[config.mk]
export PLATFORM = sky130hd
export DESIGN_NAME = dmm_fpga_top
export DESIGN_NICKNAME = d
export VERILOG_FILES = /design/src/dmm_drive_pkg.sv /design/src/dmm_regs_pkg.sv /design/src/dmm_fpga_top.sv /design/src/drive_select.sv /design/src/charge_cycle_seq.sv /design/src/pattern_gen.sv /design/src/spi_port_mux.sv /design/src/spi_reg_bank.sv
export SDC_FILE = /design/constraint.sdc
export NUM_CORES = 1
export LEC_CHECK = 0
export ABC_CLOCK_PERIOD_IN_PS = 16300
export BUFFER_PORTS_ARGS = -buffer_cell sky130_fd_sc_hd__buf_2
export CORE_ASPECT_RATIO = 1.75
export CORE_MARGIN = 2
export CORE_UTILIZATION = 48
export CTS_BUF_LIST = sky130_fd_sc_hd__clkbuf_16
export CTS_CLUSTER_SIZE = 40
export DETAILED_ROUTE_END_ITERATION = 7
export GPL_TIMING_DRIVEN = 0
export PLACE_DENSITY = 0.63
export SLEW_MARGIN = 15
export SYNTH_ARGS = -nofsm -noshare
export SYNTH_HDL_FRONTEND = slang
export SYNTH_SLANG_ARGS = --single-unit
[constraint.sdc]
create_clock -name clk -period 16.3 [get_ports clk]
set_input_delay 1.63 -clock clk [delete_from_list [all_inputs] [get_ports clk]]
set_output_delay 1.63 -clock clk [all_outputs]
set_load 0.01 [all_outputs]
[src/dmm_drive_pkg.sv]
// dmm output drive word
// layout of the 22 bit word that drives the analog switches,
// the pre-charge switch, the led and the monitor port
package dmm_drive_pkg;

  // total width of the drive word
  localparam int DRIVE_BITS = 22;
  // each mux is an enable bit over 3 address bits
  localparam int MUX_BITS = 4;
  localparam int MONITOR_BITS = 8;

  // packed word, msb down: monitor, led0, pc sw, himux2, himux, azmux
  typedef logic [DRIVE_BITS-1:0] drive_t;

  //////////////////////////////
  // field positions

  localparam int AZMUX_LSB   = 0;
  localparam int HIMUX_LSB   = AZMUX_LSB + MUX_BITS;
  localparam int HIMUX2_LSB  = HIMUX_LSB + MUX_BITS;
  localparam int PC_SW_BIT   = HIMUX2_LSB + MUX_BITS;
  localparam int LED0_BIT    = PC_SW_BIT + 1;
  localparam int MONITOR_LSB = LED0_BIT + 1;

  //////////////////////////////
  // switch select codes

  // enable clear, all switches open
  localparam logic [MUX_BITS-1:0] MUX_OFF          = 4'b0000;
  // himux s2, routes himux2 through
  localparam logic [MUX_BITS-1:0] HIMUX_SEL_HIMUX2 = 4'b1001;
  // himux2 s4, ground to discharge the cap
  localparam logic [MUX_BITS-1:0] HIMUX2_SEL_GND   = 4'b1011;
  // himux2 s1, dc source hi
  localparam logic [MUX_BITS-1:0] HIMUX2_SEL_DCV   = 4'b1000;

endpackage

[src/dmm_regs_pkg.sv]
// dmm register map
// addresses, register width and the drive mode encoding used by
// the spi register bank and the output mode selection
package dmm_regs_pkg;

  //////////////////////////////
  // frame geometry

  // data width of every register
  localparam int REG_WIDTH = 24;
  // address byte leads the frame
  localparam int ADDR_BITS = 8;
  // full frame, address then data
  localparam int FRAME_BITS = ADDR_BITS + REG_WIDTH;

  //////////////////////////////
  // register addresses

  // anything else is ignored on write and reads as zero
  typedef enum logic [ADDR_BITS-1:0] {
    REG_LED     = 8'h07,
    REG_SPI_MUX = 8'h08,
    REG_MODE    = 8'h0A,
    REG_DIRECT  = 8'h0C
  } reg_addr_t;

  // output drive mode, low two bits of the mode register
  typedef enum logic [1:0] {
    MODE_PATTERN = 2'd0,
    MODE_DIRECT  = 2'd1,
    MODE_COUNT   = 2'd2,
    MODE_CHARGE  = 2'd3
  } drive_mode_t;

endpackage
[src/dmm_fpga_top.sv]
// dmm output control top
// spi register bank, 4094 port switch, drive sources and the
// mode selection, with the drive word split onto the pins
`timescale 1ns/1ps

module dmm_fpga_top #(
  parameter int PHASE_CYCLES = 20_000_000,
  parameter int LOG2_BLINK   = 22
) (
  input  logic                                      clk,
  input  logic                                      reset,
  input  logic                                      spi_clk,
  input  logic                                      spi_cs,
  input  logic                                      spi_cs2,
  input  logic                                      spi_mosi,
  input  logic                                      u1004_4094_data,
  output logic                                      spi_miso,
  output logic                                      glb_4094_clk,
  output logic                                      glb_4094_data,
  output logic                                      glb_4094_strobe,
  output logic [dmm_drive_pkg::MUX_BITS-1:0]        azmux,
  output logic [dmm_drive_pkg::MUX_BITS-1:0]        himux,
  output logic [dmm_drive_pkg::MUX_BITS-1:0]        himux2,
  output logic                                      sig_pc_sw_ctl,
  output logic                                      led0,
  output logic [dmm_drive_pkg::MONITOR_BITS-1:0]    monitor
);
  import dmm_regs_pkg::*;
  import dmm_drive_pkg::*;

  logic                 spi_dout;
  logic [REG_WIDTH-1:0] reg_spi_mux;
  drive_mode_t          reg_mode;
  logic [REG_WIDTH-1:0] reg_direct;
  logic                 mode_load;
  drive_t               pattern;
  drive_t               charge;
  drive_t               drive;

  //////////////////////////////
  // spi side

  // led register is a readback scratch register only
  spi_reg_bank i_spi_reg_bank (
    .clk         (clk),
    .reset       (reset),
    .spi_clk     (spi_clk),
    .spi_cs      (spi_cs),
    .spi_mosi    (spi_mosi),
    .spi_dout    (spi_dout),
    .reg_led     (),
    .reg_spi_mux (reg_spi_mux),
    .reg_mode    (reg_mode),
    .reg_direct  (reg_direct),
    .mode_load   (mode_load)
  );

  spi_port_mux i_spi_port_mux (
    .spi_clk         (spi_clk),
    .spi_cs          (spi_cs),
    .spi_cs2         (spi_cs2),
    .spi_mosi        (spi_mosi),
    .spi_dout        (spi_dout),
    .reg_spi_mux     (reg_spi_mux),
    .u1004_4094_data (u1004_4094_data),
    .glb_4094_clk    (glb_4094_clk),
    .glb_4094_data   (glb_4094_data),
    .glb_4094_strobe (glb_4094_strobe),
    .spi_miso        (spi_miso)
  );

  //////////////////////////////
  // drive sources

  pattern_gen #(
    .LOG2_BLINK (LOG2_BLINK)
  ) i_pattern_gen (
    .clk     (clk),
    .reset   (reset),
    .pattern (pattern)
  );

  charge_cycle_seq #(
    .PHASE_CYCLES (PHASE_CYCLES)
  ) i_charge_cycle_seq (
    .clk       (clk),
    .reset     (reset),
    .mode_load (mode_load),
    .charge    (charge)
  );

  drive_select i_drive_select (
    .clk     (clk),
    .reset   (reset),
    .mode    (reg_mode),
    .pattern (pattern),
    .direct  (reg_direct),
    .charge  (charge),
    .drive   (drive)
  );

  //////////////////////////////
  // pin fields

  // each mux is {en, a2, a1, a0}
  assign azmux         = drive[AZMUX_LSB +: MUX_BITS];
  assign himux         = drive[HIMUX_LSB +: MUX_BITS];
  assign himux2        = drive[HIMUX2_LSB +: MUX_BITS];
  assign sig_pc_sw_ctl = drive[PC_SW_BIT];
  assign led0          = drive[LED0_BIT];
  assign monitor       = drive[MONITOR_LSB +: MONITOR_BITS];

endmodule

[src/drive_select.sv]
// output mode selection
// registers one of pattern, direct register, binary count or the
// charge sequence onto the drive word
`timescale 1ns/1ps

module drive_select (
  input  logic                                clk,
  input  logic                                reset,
  input  dmm_regs_pkg::drive_mode_t           mode,
  input  dmm_drive_pkg::drive_t               pattern,
  input  logic [dmm_regs_pkg::REG_WIDTH-1:0]  direct,
  input  dmm_drive_pkg::drive_t               charge,
  output dmm_drive_pkg::drive_t               drive
);
  import dmm_regs_pkg::*;
  import dmm_drive_pkg::*;

  drive_t count;
  drive_t next_drive;

  // binary count source, wraps at 2^22
  always_ff @(posedge clk or posedge reset)
  begin
    if (reset)
      count <= '0;
    else
      count <= count + 1'b1;
  end

  always_comb
  begin
    case (mode)
      MODE_PATTERN: next_drive = pattern;
      // top two register bits are spare
      MODE_DIRECT:  next_drive = direct[DRIVE_BITS-1:0];
      MODE_COUNT:   next_drive = count;
      default:      next_drive = charge;
    endcase
  end

  // one clock from source to pins
  always_ff @(posedge clk or posedge reset)
  begin
    if (reset)
      drive <= '0;
    else
      drive <= next_drive;
  end

endmodule

[src/charge_cycle_seq.sv]
// accumulation cap charge sequence
// grounds the cap through himux2 for one phase, then selects the
// dc source for one phase, and repeats
`timescale 1ns/1ps

module charge_cycle_seq #(
  parameter int PHASE_CYCLES = 20_000_000
) (
  input  logic                   clk,
  input  logic                   reset,
  input  logic                   mode_load,
  output dmm_drive_pkg::drive_t  charge
);
  import dmm_drive_pkg::*;

  localparam int CNT_BITS = $clog2(2 * PHASE_CYCLES);
  // last count of the second phase
  localparam logic [CNT_BITS-1:0] CNT_LAST = CNT_BITS'(2 * PHASE_CYCLES - 1);
  // first count of the source phase
  localparam logic [CNT_BITS-1:0] CNT_EDGE = CNT_BITS'(PHASE_CYCLES);

  logic [CNT_BITS-1:0] phase_cnt;

  //////////////////////////////
  // phase counter

  // a mode write restarts the sequence in the ground phase
  always_ff @(posedge clk or posedge reset)
  begin
    if (reset)
      phase_cnt <= '0;
    else if (mode_load)
      phase_cnt <= '0;
    else if (phase_cnt == CNT_LAST)
      phase_cnt <= '0;
    else
      phase_cnt <= phase_cnt + 1'b1;
  end

  //////////////////////////////
  // output decode

  always_comb
  begin
    // pre-charge and monitor stay low
    charge = '0;
    charge[AZMUX_LSB +: MUX_BITS] = MUX_OFF;
    // himux feeds the himux2 output onward in both phases
    charge[HIMUX_LSB +: MUX_BITS] = HIMUX_SEL_HIMUX2;
    if (phase_cnt < CNT_EDGE)
    begin
      // discharge phase, led off
      charge[HIMUX2_LSB +: MUX_BITS] = HIMUX2_SEL_GND;
      charge[LED0_BIT]               = 1'b0;
    end
    else
    begin
      // charge from dc source, led on
      charge[HIMUX2_LSB +: MUX_BITS] = HIMUX2_SEL_DCV;
      charge[LED0_BIT]               = 1'b1;
    end
  end

endmodule

[src/pattern_gen.sv]
// test pattern source
// free running counter, slow blinking led and a monitor byte that
// steps every clock, switches held open
`timescale 1ns/1ps

module pattern_gen #(
  parameter int LOG2_BLINK = 22
) (
  input  logic                   clk,
  input  logic                   reset,
  output dmm_drive_pkg::drive_t  pattern
);
  import dmm_drive_pkg::*;

  logic [31:0] counter;

  always_ff @(posedge clk or posedge reset)
  begin
    if (reset)
      counter <= '0;
    else
      counter <= counter + 1'b1;
  end

  always_comb
  begin
    pattern = '0;
    // all switches open, pre-charge off
    pattern[AZMUX_LSB +: MUX_BITS]  = MUX_OFF;
    pattern[HIMUX_LSB +: MUX_BITS]  = MUX_OFF;
    pattern[HIMUX2_LSB +: MUX_BITS] = MUX_OFF;
    pattern[PC_SW_BIT]              = 1'b0;
    // led toggles every 2^LOG2_BLINK clocks
    pattern[LED0_BIT]               = counter[LOG2_BLINK];
    pattern[MONITOR_LSB +: MONITOR_BITS] = counter[MONITOR_BITS-1:0];
  end

endmodule

[src/spi_port_mux.sv]
// spi port switch
// hands the mcu spi lines to the 4094 chain under cs2 and
// picks which slave drives miso
`timescale 1ns/1ps

module spi_port_mux (
  input  logic                                spi_clk,
  input  logic                                spi_cs,
  input  logic                                spi_cs2,
  input  logic                                spi_mosi,
  input  logic                                spi_dout,
  input  logic [dmm_regs_pkg::REG_WIDTH-1:0]  reg_spi_mux,
  input  logic                                u1004_4094_data,
  output logic                                glb_4094_clk,
  output logic                                glb_4094_data,
  output logic                                glb_4094_strobe,
  output logic                                spi_miso
);

  // 4094 strobe latches on high
  localparam logic STROBE_ACTIVE = 1'b1;

  logic port_en;

  // mcu has enabled the port and is talking to the chain
  assign port_en = reg_spi_mux[0] & ~spi_cs2;

  //////////////////////////////
  // forward path

  assign glb_4094_clk    = port_en & spi_clk;
  assign glb_4094_data   = port_en & spi_mosi;
  assign glb_4094_strobe = port_en ? STROBE_ACTIVE : 1'b0;

  //////////////////////////////
  // return path

  always_comb
  begin
    if (!spi_cs)
      spi_miso = spi_dout;
    else if (port_en)
      // chain tail data back to the mcu
      spi_miso = u1004_4094_data;
    else
      spi_miso = 1'b0;
  end

endmodule

[src/spi_reg_bank.sv]
// spi register bank
// oversampled mode 0 slave, 8 bit address then 24 bit data.
// every frame returns the old register content in its data phase
// and commits only if exactly 32 bits were clocked
`timescale 1ns/1ps

module spi_reg_bank (
  input  logic                                clk,
  input  logic                                reset,
  input  logic                                spi_clk,
  input  logic                                spi_cs,
  input  logic                                spi_mosi,
  output logic                                spi_dout,
  output logic [dmm_regs_pkg::REG_WIDTH-1:0]  reg_led,
  output logic [dmm_regs_pkg::REG_WIDTH-1:0]  reg_spi_mux,
  output dmm_regs_pkg::drive_mode_t           reg_mode,
  output logic [dmm_regs_pkg::REG_WIDTH-1:0]  reg_direct,
  output logic                                mode_load
);
  import dmm_regs_pkg::*;

  // counter saturates one past a full frame so long frames stay invalid
  localparam int CNT_BITS = $clog2(FRAME_BITS + 2);
  localparam logic [CNT_BITS-1:0] CNT_FULL      = CNT_BITS'(FRAME_BITS);
  localparam logic [CNT_BITS-1:0] CNT_OVER      = CNT_BITS'(FRAME_BITS + 1);
  localparam logic [CNT_BITS-1:0] CNT_ADDR      = CNT_BITS'(ADDR_BITS);
  localparam logic [CNT_BITS-1:0] CNT_LAST_ADDR = CNT_BITS'(ADDR_BITS - 1);

  logic [1:0]            sclk_sync;
  logic [1:0]            cs_sync;
  logic [1:0]            mosi_sync;
  logic                  sclk_prev;
  logic                  cs_prev;
  logic                  sclk_rise;
  logic                  sclk_fall;
  logic                  cs_active;
  logic                  cs_rise;
  logic [CNT_BITS-1:0]   bit_cnt;
  logic [FRAME_BITS-1:0] shift_in;
  logic [REG_WIDTH-1:0]  shift_out;
  logic [ADDR_BITS-1:0]  rd_addr;
  logic [REG_WIDTH-1:0]  rd_data;
  logic [ADDR_BITS-1:0]  wr_addr;
  logic [REG_WIDTH-1:0]  wr_data;
  logic                  commit;
  logic [REG_WIDTH-1:0]  mode_q;

  //////////////////////////////
  // pin synchronizers

  // cs idles high, so it comes out of reset deasserted
  always_ff @(posedge clk or posedge reset)
  begin
    if (reset)
    begin
      sclk_sync <= 2'b00;
      cs_sync   <= 2'b11;
      mosi_sync <= 2'b00;
      sclk_prev <= 1'b0;
      cs_prev   <= 1'b1;
    end
    else
    begin
      sclk_sync <= {sclk_sync[0], spi_clk};
      cs_sync   <= {cs_sync[0], spi_cs};
      mosi_sync <= {mosi_sync[0], spi_mosi};
      sclk_prev <= sclk_sync[1];
      cs_prev   <= cs_sync[1];
    end
  end

  assign sclk_rise = sclk_sync[1] & ~sclk_prev;
  assign sclk_fall = ~sclk_sync[1] & sclk_prev;
  assign cs_active = ~cs_sync[1];
  assign cs_rise   = cs_sync[1] & ~cs_prev;

  //////////////////////////////
  // bit count and dout

  always_ff @(posedge clk or posedge reset)
  begin
    if (reset)
    begin
      bit_cnt  <= '0;
      spi_dout <= 1'b0;
    end
    else if (!cs_active)
    begin
      bit_cnt  <= '0;
      spi_dout <= 1'b0;
    end
    else
    begin
      if (sclk_rise && bit_cnt != CNT_OVER)
        bit_cnt <= bit_cnt + 1'b1;
      // address phase returns zeros, data phase the old register
      if (sclk_fall)
        spi_dout <= (bit_cnt >= CNT_ADDR) ? shift_out[REG_WIDTH-1] : 1'b0;
    end
  end

  // address as it stands once the eighth bit is taken
  assign rd_addr = {shift_in[ADDR_BITS-2:0], mosi_sync[1]};

  always_comb
  begin
    case (rd_addr)
      REG_LED:     rd_data = reg_led;
      REG_SPI_MUX: rd_data = reg_spi_mux;
      REG_MODE:    rd_data = mode_q;
      REG_DIRECT:  rd_data = reg_direct;
      default:     rd_data = '0;
    endcase
  end

  always_ff @(posedge clk)
  begin
    if (cs_active && sclk_rise)
    begin
      shift_in <= {shift_in[FRAME_BITS-2:0], mosi_sync[1]};
      if (bit_cnt == CNT_LAST_ADDR)
        shift_out <= rd_data;
    end
    if (cs_active && sclk_fall && bit_cnt >= CNT_ADDR)
      shift_out <= {shift_out[REG_WIDTH-2:0], 1'b0};
  end

  //////////////////////////////
  // register write on cs release

  assign wr_addr = shift_in[FRAME_BITS-1 -: ADDR_BITS];
  assign wr_data = shift_in[REG_WIDTH-1:0];
  assign commit  = cs_rise && (bit_cnt == CNT_FULL);

  always_ff @(posedge clk or posedge reset)
  begin
    if (reset)
    begin
      reg_led     <= '0;
      reg_spi_mux <= '0;
      mode_q      <= '0;
      reg_direct  <= '0;
      mode_load   <= 1'b0;
    end
    else
    begin
      mode_load <= 1'b0;
      if (commit)
      begin
        case (wr_addr)
          REG_LED:     reg_led <= wr_data;
          REG_SPI_MUX: reg_spi_mux <= wr_data;
          REG_MODE:
          begin
            mode_q    <= wr_data;
            mode_load <= 1'b1;
          end
          REG_DIRECT:  reg_direct <= wr_data;
          default:     ;
        endcase
      end
    end
  end

  assign reg_mode = drive_mode_t'(mode_q[1:0]);

endmodule

Word level (Yosys, flattened, before mapping)
Cells that the tools add are included.
{"block": "totals", "latchBits": 0, "rom_bits": 0, "mem_bits_rw": 0, "output_inout_bits": 26, "inputBits": 7, "elab_cells": 85, "memories": 0, "register_bits": 270}
{"block": "classes", "reduce_logical": 16, "mul": 0, "bitwise_logic": 11, "mux": 19, "div_mod_pow": 0, "add_sub_neg": 4, "n_eq_ne": 14, "n_shift": 0, "n_lt_le_gt_ge": 2}
{"cell": "$pmux 24 s4", "count": 1}
{"cell": "$mux 24", "count": 3}
{"cell": "$pmux 22 s3", "count": 1}
{"cell": "$mux 26", "count": 2}
{"cell": "$eq 8x4->1 const B", "count": 6}
{"cell": "$add 32x1->32 const B", "count": 1}
{"cell": "$add 26x1->26 const B", "count": 1}
{"cell": "$eq 26x26->1 const B", "count": 1}
{"cell": "$lt 26x25->1 const B", "count": 1}
{"cell": "$add 22x1->22 const B", "count": 1}
{"cell": "$eq 8x3->1 const B", "count": 2}
{"cell": "$mux 6", "count": 2}
{"cell": "$reduce_and 2->1", "count": 6}
{"cell": "$mux 1", "count": 9}
{"cell": "$reduce_bool 2->1", "count": 4}
{"cell": "$add 6x1->6 const B", "count": 1}
{"cell": "$and 1x1->1", "count": 6}
{"cell": "$eq 6x3->1 const B", "count": 1}
{"cell": "$eq 6x6->1 const B", "count": 1}
{"cell": "$ge 6x4->1 const B", "count": 1}
{"cell": "$ne 6x6->1 const B", "count": 1}
{"cell": "$logic_and 1x1->1", "count": 5}
{"cell": "$not 1->1", "count": 5}
{"cell": "$eq 2x1->1 const B", "count": 1}
{"cell": "other kinds (3)", "count": 3}

Depth between registers and ports, before layout
{"block": "depth", "depth_word": 6, "ltp_mapped": 8, "mapped_depth_nobuf": 6}

By module
Synthesis repeated with hierarchy kept, for this count alone.
{"block": "hier_totals", "cells_unflattened": 868, "hier_area_um2": 11865.1}
{"module": "spi_reg_bank", "cells_each": 451, "n_inst": 1, "area_each_um2": 6912.9}
{"module": "drive_select", "cells_each": 128, "n_inst": 1, "area_each_um2": 2038.2}
{"module": "charge_cycle_seq", "cells_each": 176, "n_inst": 1, "area_each_um2": 1671.6}
{"module": "pattern_gen", "cells_each": 108, "n_inst": 1, "area_each_um2": 1198.6}
{"module": "spi_port_mux", "cells_each": 5, "n_inst": 1, "area_each_um2": 43.8}

Worst setup path before layout
OpenSTA, ideal clock, no wires.
{"block": "synth_path", "path_kind": "input -> output", "from": "input port spi_cs2", "to": "output port spi_miso", "n_path_buf": 0, "t_required_ps": 14670, "cell_stages": 3, "t_arrival_ps": 2132, "setup_slack_ps": 12538, "path_cell_list": "nor2b_1 > nand3_1 > o21ai_0"}
{"block": "synth_via", "elab_chain_len": 4}
{"element": "start: declaration", "line_no": "dmm_fpga_top.sv:14", "source": "input logic spi_cs2,"}
{"element": "$not 1->1", "line_no": "spi_port_mux.sv:26", "source": "assign port_en = reg_spi_mux[0] & ~spi_cs2;"}
{"element": "$and 1x1->1", "line_no": "spi_port_mux.sv:26"}
{"element": "$mux 1", "line_no": "spi_port_mux.sv:42", "source": "else if (port_en)"}
{"element": "$mux 1", "line_no": "spi_port_mux.sv:40", "source": "if (!spi_cs)"}
{"element": "end: declaration", "line_no": "dmm_fpga_top.sv:17", "source": "output logic spi_miso,"}
Every way passes these cells.

Worst setup path in the final report
Ends and elaborated chain as after synthesis.

==> results.ini <==
[status]
outcome = completed

[clocking]
clock_sinks = 261
clock_latency_ps = 550
cts_inserted_buffers = 25
post_cts.repair.setup_buffers = 0
cts-root-buf = clkbuf_16
cts_hold_buffers = 0
cts_resized = 0
path_clk_slew_ps = 60
htree_levels = 1
clock_path_buffers = 3
cts_tree = done

[drt]
drt_iter0_markers = 642
drt_wl_total_mm = 24.8
via_count = 7202
ant_nets = 0
drc = 0
vias_per_cell = 5.81
wire_per_inst_um = 20.0
dr.pass1.iters = 5

[setup_path]
path_cells = buf_2 -> nor2b_1 -> nand3_1 -> o21ai_0 -> buf_2
cp_max_fo = 4
cp_slowest_stage_delay_ps = 250
crit_type = input pin to primary output
cpMostUsedCell = buf_2
worstPathArrival_ps = 2320
startpoint = spi_cs2
required_ps = 14670
cp-start-kind = input pin
cp_top_family = simple AND/OR/NAND/NOR gates
reg2reg_slack_ps = 13900
rr_startpoint = i_spi_reg_bank.shift_in[3]
cpMaxStageDelayCell = nor2b_1
worst_setup_path_end_kind = primary output
cp_num_buf_inv = 2

[sta]
setup_tns_ps = 0
final.setup.worst_slack_ps = 12350
worst_clock_skew_ps = 29.6
hold_violations = 0
grt_setup_unrepaired = false
max_freq_mhz = 253
slew_violations = 0
slew_headroom_pct = 23.6
holdWs_ps = 357
finalCritPeriodShare_pct = 24.2
layout_min_cycle_time_ps = 3950
setup_viol = 0
worst_pin_slew_ps = 1140

[finish]
fin_util_pct = 55.2
final_nets = 933
syn_to_final_growth_pct = 12.9
antennaDiodeCount = 0
drive_gt1_share_pct = 20.8
final_cells = 1239

[grt]
grt_use_total_pct = 21.1
grt_max_degree = 108
grt_pass1_wl_mm = 40.9
antenna_found_initial = 1
grt_pass1_vias = 7510
gr-total-overflow = 0

[logic_synthesis]
synth-async-reset-ratio_pct = 78.5
synth-seq-cells = 261
yosys.area_share.simple_pct = 11.8
netlist_instances = 858
yosysTopAreaCellShare_pct = 45.3
synth-xor-area-share_pct = 4.31
synth_nets = 871
yosysTopAreaCell = dfrtp_1
synth_top_family_by_area = simple AND/OR/NAND/NOR gates
synth_edf_count = 55
synthAdderAreaFrac_pct = 0.672
syn_area_per_cell_um2 = 13.0
ys_types = 62
synthFlopType = dfrtp_1
synth_compound_area_share_pct = 9.06
syn_area_um2 = 11200
synth_area_leaders = dfrtp_1 45%, edfxtp_1 15%, mux2_2 7.8%
yosysSeqAreaShare_pct = 60.9
yosys_warnings = 0
muxShareOfSynthArea_pct = 11.0

[power_and_ir_drop]
power.leakage_nw = 5.46
power_density_nw_per_um2 = 101
vdd_drop_max_uv = 83.2

[job]
cap_violations = 0

[die]
io_pins = 33
die_h_um = 206
die_w_um = 119
coreArea_um2 = 22800
num_rows = 73
start_util_pct = 48.9
die_area_um2 = 24600

[placement]
dpl.hpwl_mm = 16.7
gp_congestion = 0.794
dpl.cell_count = 1193
port_buffers = 32
dp_slack_ps = 12330

[hold_path]
hp-start = i_spi_reg_bank.sclk_sync[0]
hp-class = register to register

-- final timing paths --
path / to / cells past startpoint
max in group asynchronous: i_spi_reg_bank.reg_direct[22] / 3
min in group asynchronous: i_spi_reg_bank.mode_q[4] / 2
worst min register to register: i_spi_reg_bank.sclk_sync[1] / 0
worst max register to register: i_spi_reg_bank.shift_out[12] / 5
worst min-delay path: i_spi_reg_bank.sclk_sync[1] / 0
worst max-delay path: spi_miso / 5
-- worst register-to-register path: stages (launching register included) --
cell and delay (ps):
edfxtp_1 500, or4_4 650, nor2_1 390, buf_2 370, a222oi_1 140, o21ai_1 170
-- Yosys cell counts, drive strengths merged (4+ instances only) --
library cell,number
mux2,97
buf,18
a22o,32
xor2,23
nand2,60
xnor2,32
a222oi,24
dfrtp,202
and3,4
or3,7
o31ai,8
clkbuf,24
o21ai,43
and4,8
edfxtp,55
mux2i,10
nand3,30
or4,9
a21oi,18
nor4,9
nor3,8
and2,4
ha,6
nor2,41
inv,15
nor2b,8
nand2b,4
nand4,26
-- layer usage --
metal  global-route usage [%]  wire, um  share of wire (%)  vias up
met5                        0        13              0.052        -
met4                     8.32       824                3.3        2
met3                     2.83       969                3.9       55
met2                     38.6     13300                 54      159
met1                     25.1      9670                 39     3676
li1                         -         -                  -     3310
-- power breakdown --
| group | switching [mW] | internal, mW |
|---|---|---|
| Sequential | 0.00404 | 0.669 |
| Clock | 0.248 | 0.336 |
| Combinational | 0.0153 | 0.00381 |
-- per-stage QoR --
step / power (mW) / cell area (um^2)
after floorplan: 0.697 / 11200
after global placement: 0.704 / 11700
after detailed placement: 0.706 / 11800
after CTS: 1.29 / 12600
after global routing: 1.32 / 12600
final: 1.28 / 12600
-- sequential cells by signal, summed over array words and instances (netlist names), 23 cells and up --
| register | count |
|---|---|
| i_charge_cycle_seq.phase_cnt | 26 |
| i_pattern_gen.counter | 23 |
| i_spi_reg_bank.mode_q | 24 |
| i_spi_reg_bank.reg_direct | 24 |
| i_spi_reg_bank.reg_led | 24 |
| i_spi_reg_bank.reg_spi_mux | 24 |
| i_spi_reg_bank.shift_in | 32 |
| i_spi_reg_bank.shift_out | 24 |
-- cell usage in the layout, fill, tap and decap left out, types with 18 or more instances in the layout --
master,Yosys,layout
clkbuf_1,21,21
a22o_1,32,32
o21ai_0,22,22
xnor2_1,32,32
inv_1,15,20
nand4_1,24,24
edfxtp_1,55,55
nor2_1,40,38
nand2_1,59,59
a21oi_1,18,18
a222oi_1,24,24
mux2_2,77,77
xor2_1,23,23
buf_2,15,47
o21ai_1,21,21
dfrtp_1,202,202
nand3_1,30,30
clkbuf_16,0,26
-- kinds of logic after synthesis --
kind of cell / count (synthesis)
simple gates: 233
compound gates: 139
fa+ha+maj: 6
flops: 261
mux: 107
xor+xnor: 55
buf+inv: 57
-- area by class of cell --
type / instances / area (um^2)
Fill cell: 1992 / 10200
Sequential cell: 261 / 6810
Multi-Input combinational cell: 540 / 4120
Clock buffer: 26 / 651
Tap cell: 300 / 375
Timing Repair Buffer: 35 / 230
Buffer: 42 / 195
Clock inverter: 20 / 166
Inverter: 15 / 63.8
Note: power is estimated with default switching activity, not from simulation.
